File: src/design/tm_pio_pkg.sv
// ##############################
// Bus widths, table codes and entry payloads of the TM config block.
// Every payload must fit in one PIO word.
// ##############################

package tm_pio_pkg;

	localparam int PIO_NBITS = 32;

	// Entry index sits in the low address bits, the table code right above it.
	localparam int TM_ENTRY_AW = 4;
	localparam int TM_ENTRIES = 1 << TM_ENTRY_AW;
	localparam int TM_CODE_W = 4;
	localparam int TM_CODE_LSB = TM_ENTRY_AW;

	typedef logic [PIO_NBITS-1:0] pio_word_t;
	typedef logic [TM_CODE_W-1:0] tm_code_t;

	localparam tm_code_t TM_QUEUE_ASSOCIATION = 4'd0;
	localparam tm_code_t TM_QUEUE_PROFILE = 4'd1;
	localparam tm_code_t TM_WDRR_QUANTUM = 4'd2;
	localparam tm_code_t TM_SHAPING_PROFILE_CIR = 4'd3;

	// Output port that a queue is attached to.
	typedef logic [7:0] queue_assoc_t;

	typedef struct packed {
		logic [11:0] depth_limit;  // Max queue depth in buffers.
		logic [11:0] drop_thresh;  // Tail drop starts above this fill level.
	} queue_profile_t;

	// Bytes credited per WDRR round.
	typedef logic [15:0] wdrr_quantum_t;

	typedef struct packed {
		logic [19:0] cir_rate;   // Token fill rate.
		logic [11:0] cir_burst;  // Bucket depth.
	} shaping_profile_t;

endpackage
File: src/design/tm_mem_if.sv
// ##############################
// Link from the PIO decoder to one config table.
// sel is held until the access ends, ack follows it by one clock.
// ##############################

`timescale 1ns/1ps

interface tm_mem_if;

	import tm_pio_pkg::*;

	logic sel;
	logic wr;
	logic rd;
	logic [TM_ENTRY_AW-1:0] index;
	pio_word_t wdata;
	logic ack;
	pio_word_t rdata;  // Valid while ack is high.

	modport pio (
		output sel, wr, rd, index, wdata,
		input ack, rdata
	);

	modport mem (
		input sel, wr, rd, index, wdata,
		output ack, rdata
	);

endinterface

File: src/design/tm_cfg_top.sv
// ##############################
// TM config block: PIO decoder plus four config tables.
// Tables are queue association, queue profile, WDRR quantum and CIR shaping.
// Address bits 7:4 pick the table, bits 3:0 the entry.
// ##############################

`timescale 1ns/1ps

module tm_cfg_top (
	input logic clk,
	input logic rst_n,
	input logic clk_div,

	input logic reg_bs,
	input logic reg_wr,
	input logic reg_rd,
	input tm_pio_pkg::pio_word_t reg_addr,
	input tm_pio_pkg::pio_word_t reg_din,

	output logic pio_ack,
	output logic pio_rvalid,
	output tm_pio_pkg::pio_word_t pio_rdata
);

	import tm_pio_pkg::*;

	tm_mem_if qa_if ();
	tm_mem_if qp_if ();
	tm_mem_if wq_if ();
	tm_mem_if sp_if ();

	tm_pio tm_pio_i (
		.clk(clk),
		.rst_n(rst_n),
		.clk_div(clk_div),
		.reg_bs(reg_bs),
		.reg_wr(reg_wr),
		.reg_rd(reg_rd),
		.reg_addr(reg_addr),
		.reg_din(reg_din),
		.qa_if(qa_if.pio),
		.qp_if(qp_if.pio),
		.wq_if(wq_if.pio),
		.sp_if(sp_if.pio),
		.pio_ack(pio_ack),
		.pio_rvalid(pio_rvalid),
		.pio_rdata(pio_rdata)
	);

	tm_cfg_mem #(
		.entry_t(queue_assoc_t)
	) queue_assoc_mem_i (
		.clk(clk),
		.rst_n(rst_n),
		.bus(qa_if.mem)
	);

	tm_cfg_mem #(
		.entry_t(queue_profile_t)
	) queue_profile_mem_i (
		.clk(clk),
		.rst_n(rst_n),
		.bus(qp_if.mem)
	);

	tm_cfg_mem #(
		.entry_t(wdrr_quantum_t)
	) wdrr_quantum_mem_i (
		.clk(clk),
		.rst_n(rst_n),
		.bus(wq_if.mem)
	);

	tm_cfg_mem #(
		.entry_t(shaping_profile_t)
	) shaping_cir_mem_i (
		.clk(clk),
		.rst_n(rst_n),
		.bus(sp_if.mem)
	);

endmodule

File: src/design/tm_pio.sv
// ##############################
// PIO decoder for the TM config tables.
// Host holds reg_bs until pio_ack and waits for pio_ack low before the next access.
// Outputs only move on cycles with clk_div high.
// ##############################

`timescale 1ns/1ps

module tm_pio (
	input logic clk,
	input logic rst_n,
	input logic clk_div,

	input logic reg_bs,
	input logic reg_wr,
	input logic reg_rd,
	input tm_pio_pkg::pio_word_t reg_addr,
	input tm_pio_pkg::pio_word_t reg_din,

	tm_mem_if.pio qa_if,
	tm_mem_if.pio qp_if,
	tm_mem_if.pio wq_if,
	tm_mem_if.pio sp_if,

	output logic pio_ack,
	output logic pio_rvalid,
	output tm_pio_pkg::pio_word_t pio_rdata
);

	import tm_pio_pkg::*;

	tm_code_t code;
	logic [TM_ENTRY_AW-1:0] index;
	logic [3:0] hit;
	logic no_hit;
	logic none_ack;
	logic n_ack;
	logic sel_ack;
	pio_word_t n_rdata;

	assign code = reg_addr[TM_CODE_LSB +: TM_CODE_W];
	assign index = reg_addr[TM_ENTRY_AW-1:0];

	assign hit[0] = (code == TM_QUEUE_ASSOCIATION);
	assign hit[1] = (code == TM_QUEUE_PROFILE);
	assign hit[2] = (code == TM_WDRR_QUANTUM);
	assign hit[3] = (code == TM_SHAPING_PROFILE_CIR);
	assign no_hit = ~|hit;

	// Only sel is steered, the rest is broadcast to every table.
	assign qa_if.sel = reg_bs & hit[0];
	assign qp_if.sel = reg_bs & hit[1];
	assign wq_if.sel = reg_bs & hit[2];
	assign sp_if.sel = reg_bs & hit[3];

	assign qa_if.wr = reg_wr;
	assign qp_if.wr = reg_wr;
	assign wq_if.wr = reg_wr;
	assign sp_if.wr = reg_wr;

	assign qa_if.rd = reg_rd;
	assign qp_if.rd = reg_rd;
	assign wq_if.rd = reg_rd;
	assign sp_if.rd = reg_rd;

	assign qa_if.index = index;
	assign qp_if.index = index;
	assign wq_if.index = index;
	assign sp_if.index = index;

	assign qa_if.wdata = reg_din;
	assign qp_if.wdata = reg_din;
	assign wq_if.wdata = reg_din;
	assign sp_if.wdata = reg_din;

	always_comb begin
		sel_ack = none_ack;
		n_rdata = '0;  // Unmapped codes read as zero.
		case (code)
			TM_QUEUE_ASSOCIATION: begin
				sel_ack = qa_if.ack;
				n_rdata = qa_if.rdata;
			end
			TM_QUEUE_PROFILE: begin
				sel_ack = qp_if.ack;
				n_rdata = qp_if.rdata;
			end
			TM_WDRR_QUANTUM: begin
				sel_ack = wq_if.ack;
				n_rdata = wq_if.rdata;
			end
			TM_SHAPING_PROFILE_CIR: begin
				sel_ack = sp_if.ack;
				n_rdata = sp_if.rdata;
			end
			default: begin
				sel_ack = none_ack;
				n_rdata = '0;
			end
		endcase
	end

	// A table ack lingers one clock after reg_bs drops, so gate it here.
	assign n_ack = reg_bs & sel_ack;

	always_ff @(posedge clk or negedge rst_n) begin
		if (!rst_n) begin
			none_ack <= 1'b0;
			pio_ack <= 1'b0;
			pio_rvalid <= 1'b0;
			pio_rdata <= '0;
		end else begin
			if (reg_bs && no_hit && (reg_wr || reg_rd)) begin
				none_ack <= 1'b1;  // Nobody answers, so acknowledge locally.
			end else if (clk_div) begin
				none_ack <= 1'b0;
			end
			if (clk_div) begin
				pio_ack <= n_ack;
				pio_rvalid <= n_ack & reg_rd;
				pio_rdata <= (n_ack && reg_rd) ? n_rdata : '0;
			end
		end
	end

endmodule

File: src/design/tm_cfg_mem.sv
// ##############################
// One TM config table of 16 entries.
// entry_t must not be wider than a PIO word.
// Writes keep the low payload bits, reads are zero-extended.
// ##############################

`timescale 1ns/1ps

module tm_cfg_mem #(
	parameter type entry_t = tm_pio_pkg::pio_word_t
) (
	input logic clk,
	input logic rst_n,
	tm_mem_if.mem bus
);

	import tm_pio_pkg::*;

	localparam int EW = $bits(entry_t);

	entry_t mem [TM_ENTRIES];
	logic first;
	pio_word_t rd_word;

	// First cycle of an access. Later cycles of a stalled host do nothing.
	assign first = bus.sel & ~bus.ack;

	always_comb begin
		rd_word = '0;
		rd_word[EW-1:0] = mem[bus.index];
	end

	always_ff @(posedge clk or negedge rst_n) begin
		if (!rst_n) begin
			bus.ack <= 1'b0;
			for (int i = 0; i < TM_ENTRIES; i++) begin
				mem[i] <= '0;
			end
		end else begin
			bus.ack <= bus.sel;  // Drops one clock after sel.
			if (first && bus.wr) begin
				mem[bus.index] <= entry_t'(bus.wdata[EW-1:0]);
			end
		end
	end

	// Captured together with the rise of ack and held while it stays high.
	always_ff @(posedge clk) begin
		if (first && bus.rd) begin
			bus.rdata <= rd_word;
		end
	end

endmodule

File: config.mk
export PLATFORM = sky130hd
export DESIGN_NAME = tm_cfg_top
export DESIGN_NICKNAME = d
export VERILOG_FILES = /design/src/design/tm_pio_pkg.sv /design/src/design/tm_mem_if.sv /design/src/design/tm_cfg_top.sv /design/src/design/tm_pio.sv /design/src/design/tm_cfg_mem.sv
export SDC_FILE = /design/constraint.sdc
export NUM_CORES = 2
export LEC_CHECK = 0
export BUFFER_PORTS_ARGS = -buffer_cell sky130_fd_sc_hd__buf_4
export CORE_MARGIN = 5
export CORE_UTILIZATION = 40
export CTS_BUF_LIST = sky130_fd_sc_hd__clkbuf_4 sky130_fd_sc_hd__clkbuf_8 sky130_fd_sc_hd__clkbuf_16
export DETAILED_ROUTE_END_ITERATION = 8
export SYNTH_ARGS = -nofsm -noshare
export SYNTH_HDL_FRONTEND = slang
export SYNTH_SLANG_ARGS = --single-unit
File: constraint.sdc
create_clock -name clk -period 3.6 [get_ports clk]
set_clock_uncertainty 0.15 [all_clocks]
set_input_delay 0.18 -clock clk [delete_from_list [all_inputs] [get_ports clk]]
set_output_delay 0.18 -clock clk [all_outputs]
set_load 0.01 [all_outputs]
==> summary.md <==
| Metric | Value |
|---|---|
| Final Cycle Share | `80.61%` |
| Xor-xnor portion of the synthesized cell area | `0%` |
| EDFF count, synth | `80` |
| Grt met2 use | `30.42%` |
| Post-Place Worst Slack | `~0.54 ns` |
| Share of flip-flops with an asynchronous set or reset | `a little over nine tenths` |
| Die Ht | `roughly 410 um` |
| Standard-cell rows | `145` |
| Final count of hold timing violations | `0` |
| Maximum Capacitance Violations | `0` |
| Total length of routed wires | `159900 um` |
| Minimum clock period after layout | `2.902 ns` |
| Total setup buffers inserted after CTS | `0` |
| DRC violation count after routing | `0` |
| Filler Cell Count | `13600` |
| Required @ worst endpoint | `4.10 ns` |
| Routing layer with the top usage in global route | `met2` |
| Total power density per cell area | `481.7 nW/um^2` |
| Post-Place Cell Area | `65230 um^2` |
| Smallest setup slack after layout | `roughly 0.7 ns` |
| CP max-delay cell | `sky130_fd_sc_hd__dlygate4sd3_1` |
| Crit path buffers/inverters | `4` |
| Max Clock Freq | `0.3446 GHz` |
| Ratio of routed vias to standard cells | `5.622` |
| Drt pass-1 iters | `5` |
| Pin count of the biggest net entering global routing | `149` |
| Placeable core region | `155700 um^2` |
| Most common library cell in the layout ignoring fill and taps | `sky130_fd_sc_hd__dfrtp_1` |
| Count of nets left with antenna violations after detail routing | `0` |
| Maximum buffer depth of the clock tree | `3` |
| Max transition margin | `approximately 28%` |
| Clock tree from TritonCTS | `yes` |
| Worst path arrival time | `3.40 ns` |
| Peak per-stage delay on the critical path | `0.58 ns` |
| Antenna violations before repair | `10` |
| Via count | `33860` |
| Layout cells sized above 1 | `a little over half` |
| Clock transition at path regs | `about 0.06 ns` |
| Cell family with most CP delay | `buffers and inverters` |
| Netlist cell types | `49` |
| Final global-route overflow total | `0` |
| Simple logic cell fraction of the synthesized area | `2.216%` |
| Synthesized netlist net count | `3879` |
| Area Growth Syn to Fin | `13.42%` |
| Setup crit end kind | `flop` |
| Dominant cells by area after synthesis | `sky130_fd_sc_hd__dfrtp_1 (53%), sky130_fd_sc_hd__mux2_2 (21%), sky130_fd_sc_hd__mux4_2 (12%), sky130_fd_sc_hd__edfxtp_1 (3.8%), sky130_fd_sc_hd__a22oi_1 (2.0%)` |
| Adder-cell area share of the yosys netlist | `0%` |
| Global-route total usage across every layer | `approximately a fifth` |
| Clock insertion delay at the later pin of the skew report | `approximately 0.78 ns` |
| Top-area cell type share of the netlist area | `roughly 53%` |
| Synthesis Warnings | `0` |
| Pin slew with the least headroom to its limit | `1.081 ns` |
| Buffer cell driving the clock tree root | `sky130_fd_sc_hd__clkbuf_16` |
| Worst supply voltage drop on vdd | `0.0002899 V` |
| Top flip-flop cell by instance count after synthesis | `sky130_fd_sc_hd__dfrtp_1` |
| Cell with the most instances on the worst path | `sky130_fd_sc_hd__buf_4` |
| Deepest level of the CTS H-tree | `4` |
| Multiplexer area fraction after synthesis | `a little over a third` |
| Wire length of the first global-routing pass | `241200 um` |
| Wire per inst | `26.54 um` |
| Critical-path cell list | `dlygate4sd3_1 -> buf_4 -> or3b_1 -> buf_4 -> nor3_4 -> buf_4 -> nand3_4 -> mux2_1` |
| Chip width | `405.1 um` |
| Sequential share of the synthesized area | `between 50% and 60%` |
| Most frequent cells in the layout | `sky130_fd_sc_hd__dfrtp_1 (1319), sky130_fd_sc_hd__mux2_2 (1157), sky130_fd_sc_hd__mux4_2 (328)` |
| Detailed Place HPWL | `88660 um` |
| Final RePlAce weighted congestion | `0.7722` |
| Vias in the first global route | `35750` |
| Worst-path fanout max | `24` |
| Hold slack final | `0.07019 ns` |
| Cells after synthesis | `roughly 3800` |
| Number of flip-flops and latches in the synthesized netlist | `1399` |
| DR iter-0 viols | `2428` |
| Met1 layer usage reported by global route | `28.77%` |
| Setup total negative slack | `0 ns` |
| CTS Buf Count | `roughly 150` |
| Setup violation total in the final timing report | `0` |
| Static leakage | `approximately 34 nW` |
| Worst setup path class | `in -> reg` |
| Result of the run | `finished, final reports clean` |
| Cell Area, Synth | `62430 um^2` |
| DIE AREA | `164100 um^2` |
| Starting density of the core | `40.11%` |
| Synthesized area per cell | `16.39 um^2` |
| Net count, final | `3911` |
| Type of the worst min-delay path | `in -> async` |
| RSZ-0062 raised after global routing | `false` |
| Count of clock tree sinks | `1399` |
| Crit path launch type | `input port` |
| Grt met3 use | `3.780%` |
| Port Buffer Count | `79` |
| Dominant combinational cell family by area after synthesis | `multiplexers` |
| Top-Level Pins | `104` |
| Biggest area consumer among synthesized cells | `sky130_fd_sc_hd__dfrtp_1` |
| Area fraction in compound gates after synthesis | `2.615%` |
| Final standard cell area without fillers | `70810 um^2` |
| Number of slew-limit violations in the final report | `0` |
-- routing by layer --
| layer | routed length [um] | up-vias | share of wire, % |
|---|---|---|---|
| li1 | - | 14340 | - |
| met4 | 3438 | 2 | 2.2 |
| met2 | 74140 | 672 | 46 |
| met1 | 74470 | 18630 | 47 |
| met5 | 13 | - | 0.0081 |
| met3 | 7793 | 214 | 4.9 |
-- cell type report --
cell class	count	area [um^2]	share of cell area (%)
inverters	11	41.29	0.05831
diodes	6	15.01	0.02120
well taps	2058	2575	3.636
clock inverters	46	426.7	0.6025
multi-input cells	2041	25320	35.75
repair buffers	236	2397	3.385
flip-flops and latches	1399	35410	50.00
clock buffers	226	4631	6.539
-- report_power, final --
part | total [W] | switching, W | internal, W | leakage (nW)
combinational | 0.00197 | 0.00117 | 0.000794 | 12.3
clock | 0.0157 | 0.00643 | 0.00928 | 2.55
sequential | 0.0164 | 0.000190 | 0.0162 | 19.1
-- state kept, by name (all words and copies together) (netlist names) --
| signal | count |
|---|---|
| tm_pio_i.pio_rvalid | 1 |
| queue_profile_mem_i.bus.ack | 1 |
| shaping_cir_mem_i.bus.rdata | 32 |
| tm_pio_i.none_ack | 1 |
| queue_assoc_mem_i.mem | 128 |
| shaping_cir_mem_i.bus.ack | 1 |
| tm_pio_i.pio_ack | 1 |
| queue_profile_mem_i.mem | 384 |
| tm_pio_i.pio_rdata | 32 |
| queue_profile_mem_i.bus.rdata | 24 |
| shaping_cir_mem_i.mem | 512 |
| wdrr_quantum_mem_i.mem | 256 |
| queue_assoc_mem_i.bus.rdata | 8 |
| wdrr_quantum_mem_i.bus.ack | 1 |
| queue_assoc_mem_i.bus.ack | 1 |
| wdrr_quantum_mem_i.bus.rdata | 16 |
-- what timing repair did --
action	4_1_cts	5_1_grt
gates resized for setup	0	0
hold endpoints to repair	2618	0
setup endpoints to repair	0	0
hold buffers	49	0
-- worst register-to-register path, cell delays in order (launching register included) --
cell,delay (ns)
sky130_fd_sc_hd__dfrtp_1,0.40
sky130_fd_sc_hd__or3_1,0.72
sky130_fd_sc_hd__nor2_4,0.59
sky130_fd_sc_hd__buf_4,0.32
sky130_fd_sc_hd__mux2_2,0.36
-- through the flow --
step / util, % / total power (W) / instances
floorplan: - / 0.01779 / 3809
global placement: 41.91 / 0.01862 / 5696
detailed placement: 41.91 / 0.01866 / 5696
CTS: 45.48 / 0.03454 / 6017
global route: 45.48 / 0.03535 / 6017
finish: 45.49 / 0.03411 / 6023
-- cell families (layout without fill, tap and decap cells) --
kind of cell    count (synthesis)  in the layout
compound gates                213            213
buf+inv                       369            519
flops                        1399           1399
mux                          1621           1621
other cells                     0              6
simple gates                  207            207
-- cell usage after synthesis (2+ instances only) --
master	instances
sky130_fd_sc_hd__buf_2	39
sky130_fd_sc_hd__a21oi_1	5
sky130_fd_sc_hd__nor2_4	18
sky130_fd_sc_hd__clkbuf_1	189
sky130_fd_sc_hd__or3_1	2
sky130_fd_sc_hd__mux2i_1	13
sky130_fd_sc_hd__buf_6	31
sky130_fd_sc_hd__nand3_2	2
sky130_fd_sc_hd__nor2_1	15
sky130_fd_sc_hd__buf_1	63
sky130_fd_sc_hd__mux2_2	1157
sky130_fd_sc_hd__nor3_1	3
sky130_fd_sc_hd__nor2_8	9
sky130_fd_sc_hd__mux2_1	53
sky130_fd_sc_hd__nand2b_1	2
sky130_fd_sc_hd__mux4_2	328
sky130_fd_sc_hd__a22o_1	9
sky130_fd_sc_hd__nand2_1	99
sky130_fd_sc_hd__nand3_1	12
sky130_fd_sc_hd__inv_1	10
sky130_fd_sc_hd__nand3_4	10
sky130_fd_sc_hd__o2bb2ai_1	28
sky130_fd_sc_hd__o21ai_0	2
sky130_fd_sc_hd__a22oi_1	164
sky130_fd_sc_hd__nor2b_1	4
sky130_fd_sc_hd__mux2_4	70
sky130_fd_sc_hd__and2_1	2
sky130_fd_sc_hd__nor2_2	14
sky130_fd_sc_hd__and4b_1	2
sky130_fd_sc_hd__nand4_2	4
sky130_fd_sc_hd__buf_4	35
sky130_fd_sc_hd__edfxtp_1	80
sky130_fd_sc_hd__dfrtp_1	1319
-- path summary, 6_finish.rpt --
| check | from | end | slack (ns) | cells after the start |
|---|---|---|---|---|
| min | rst_n | queue_assoc_mem_i.mem[109]$_DFFE_PN0P_ | 0.07 | 3 |
| max reg2reg | shaping_cir_mem_i.bus.ack$_DFF_PN0_ | shaping_cir_mem_i.mem[50]$_DFFE_PN0P_ | 0.94 | 4 |
| min reg2reg | shaping_cir_mem_i.bus.rdata[30]$_DFFE_PP_ | tm_pio_i.pio_rdata[30]$_DFFE_PN0P_ | 0.33 | 1 |
| min in group clk | reg_addr[6] | tm_pio_i.pio_rdata[8]$_DFFE_PN0P_ | 0.07 | 6 |
| max | reg_addr[7] | queue_profile_mem_i.mem[274]$_DFFE_PN0P_ | 0.70 | 8 |
| max in group asynchronous | rst_n | queue_profile_mem_i.mem[223]$_DFFE_PN0P_ | 2.34 | 4 |
No activity file was read; power rests on OpenSTA's default activity.
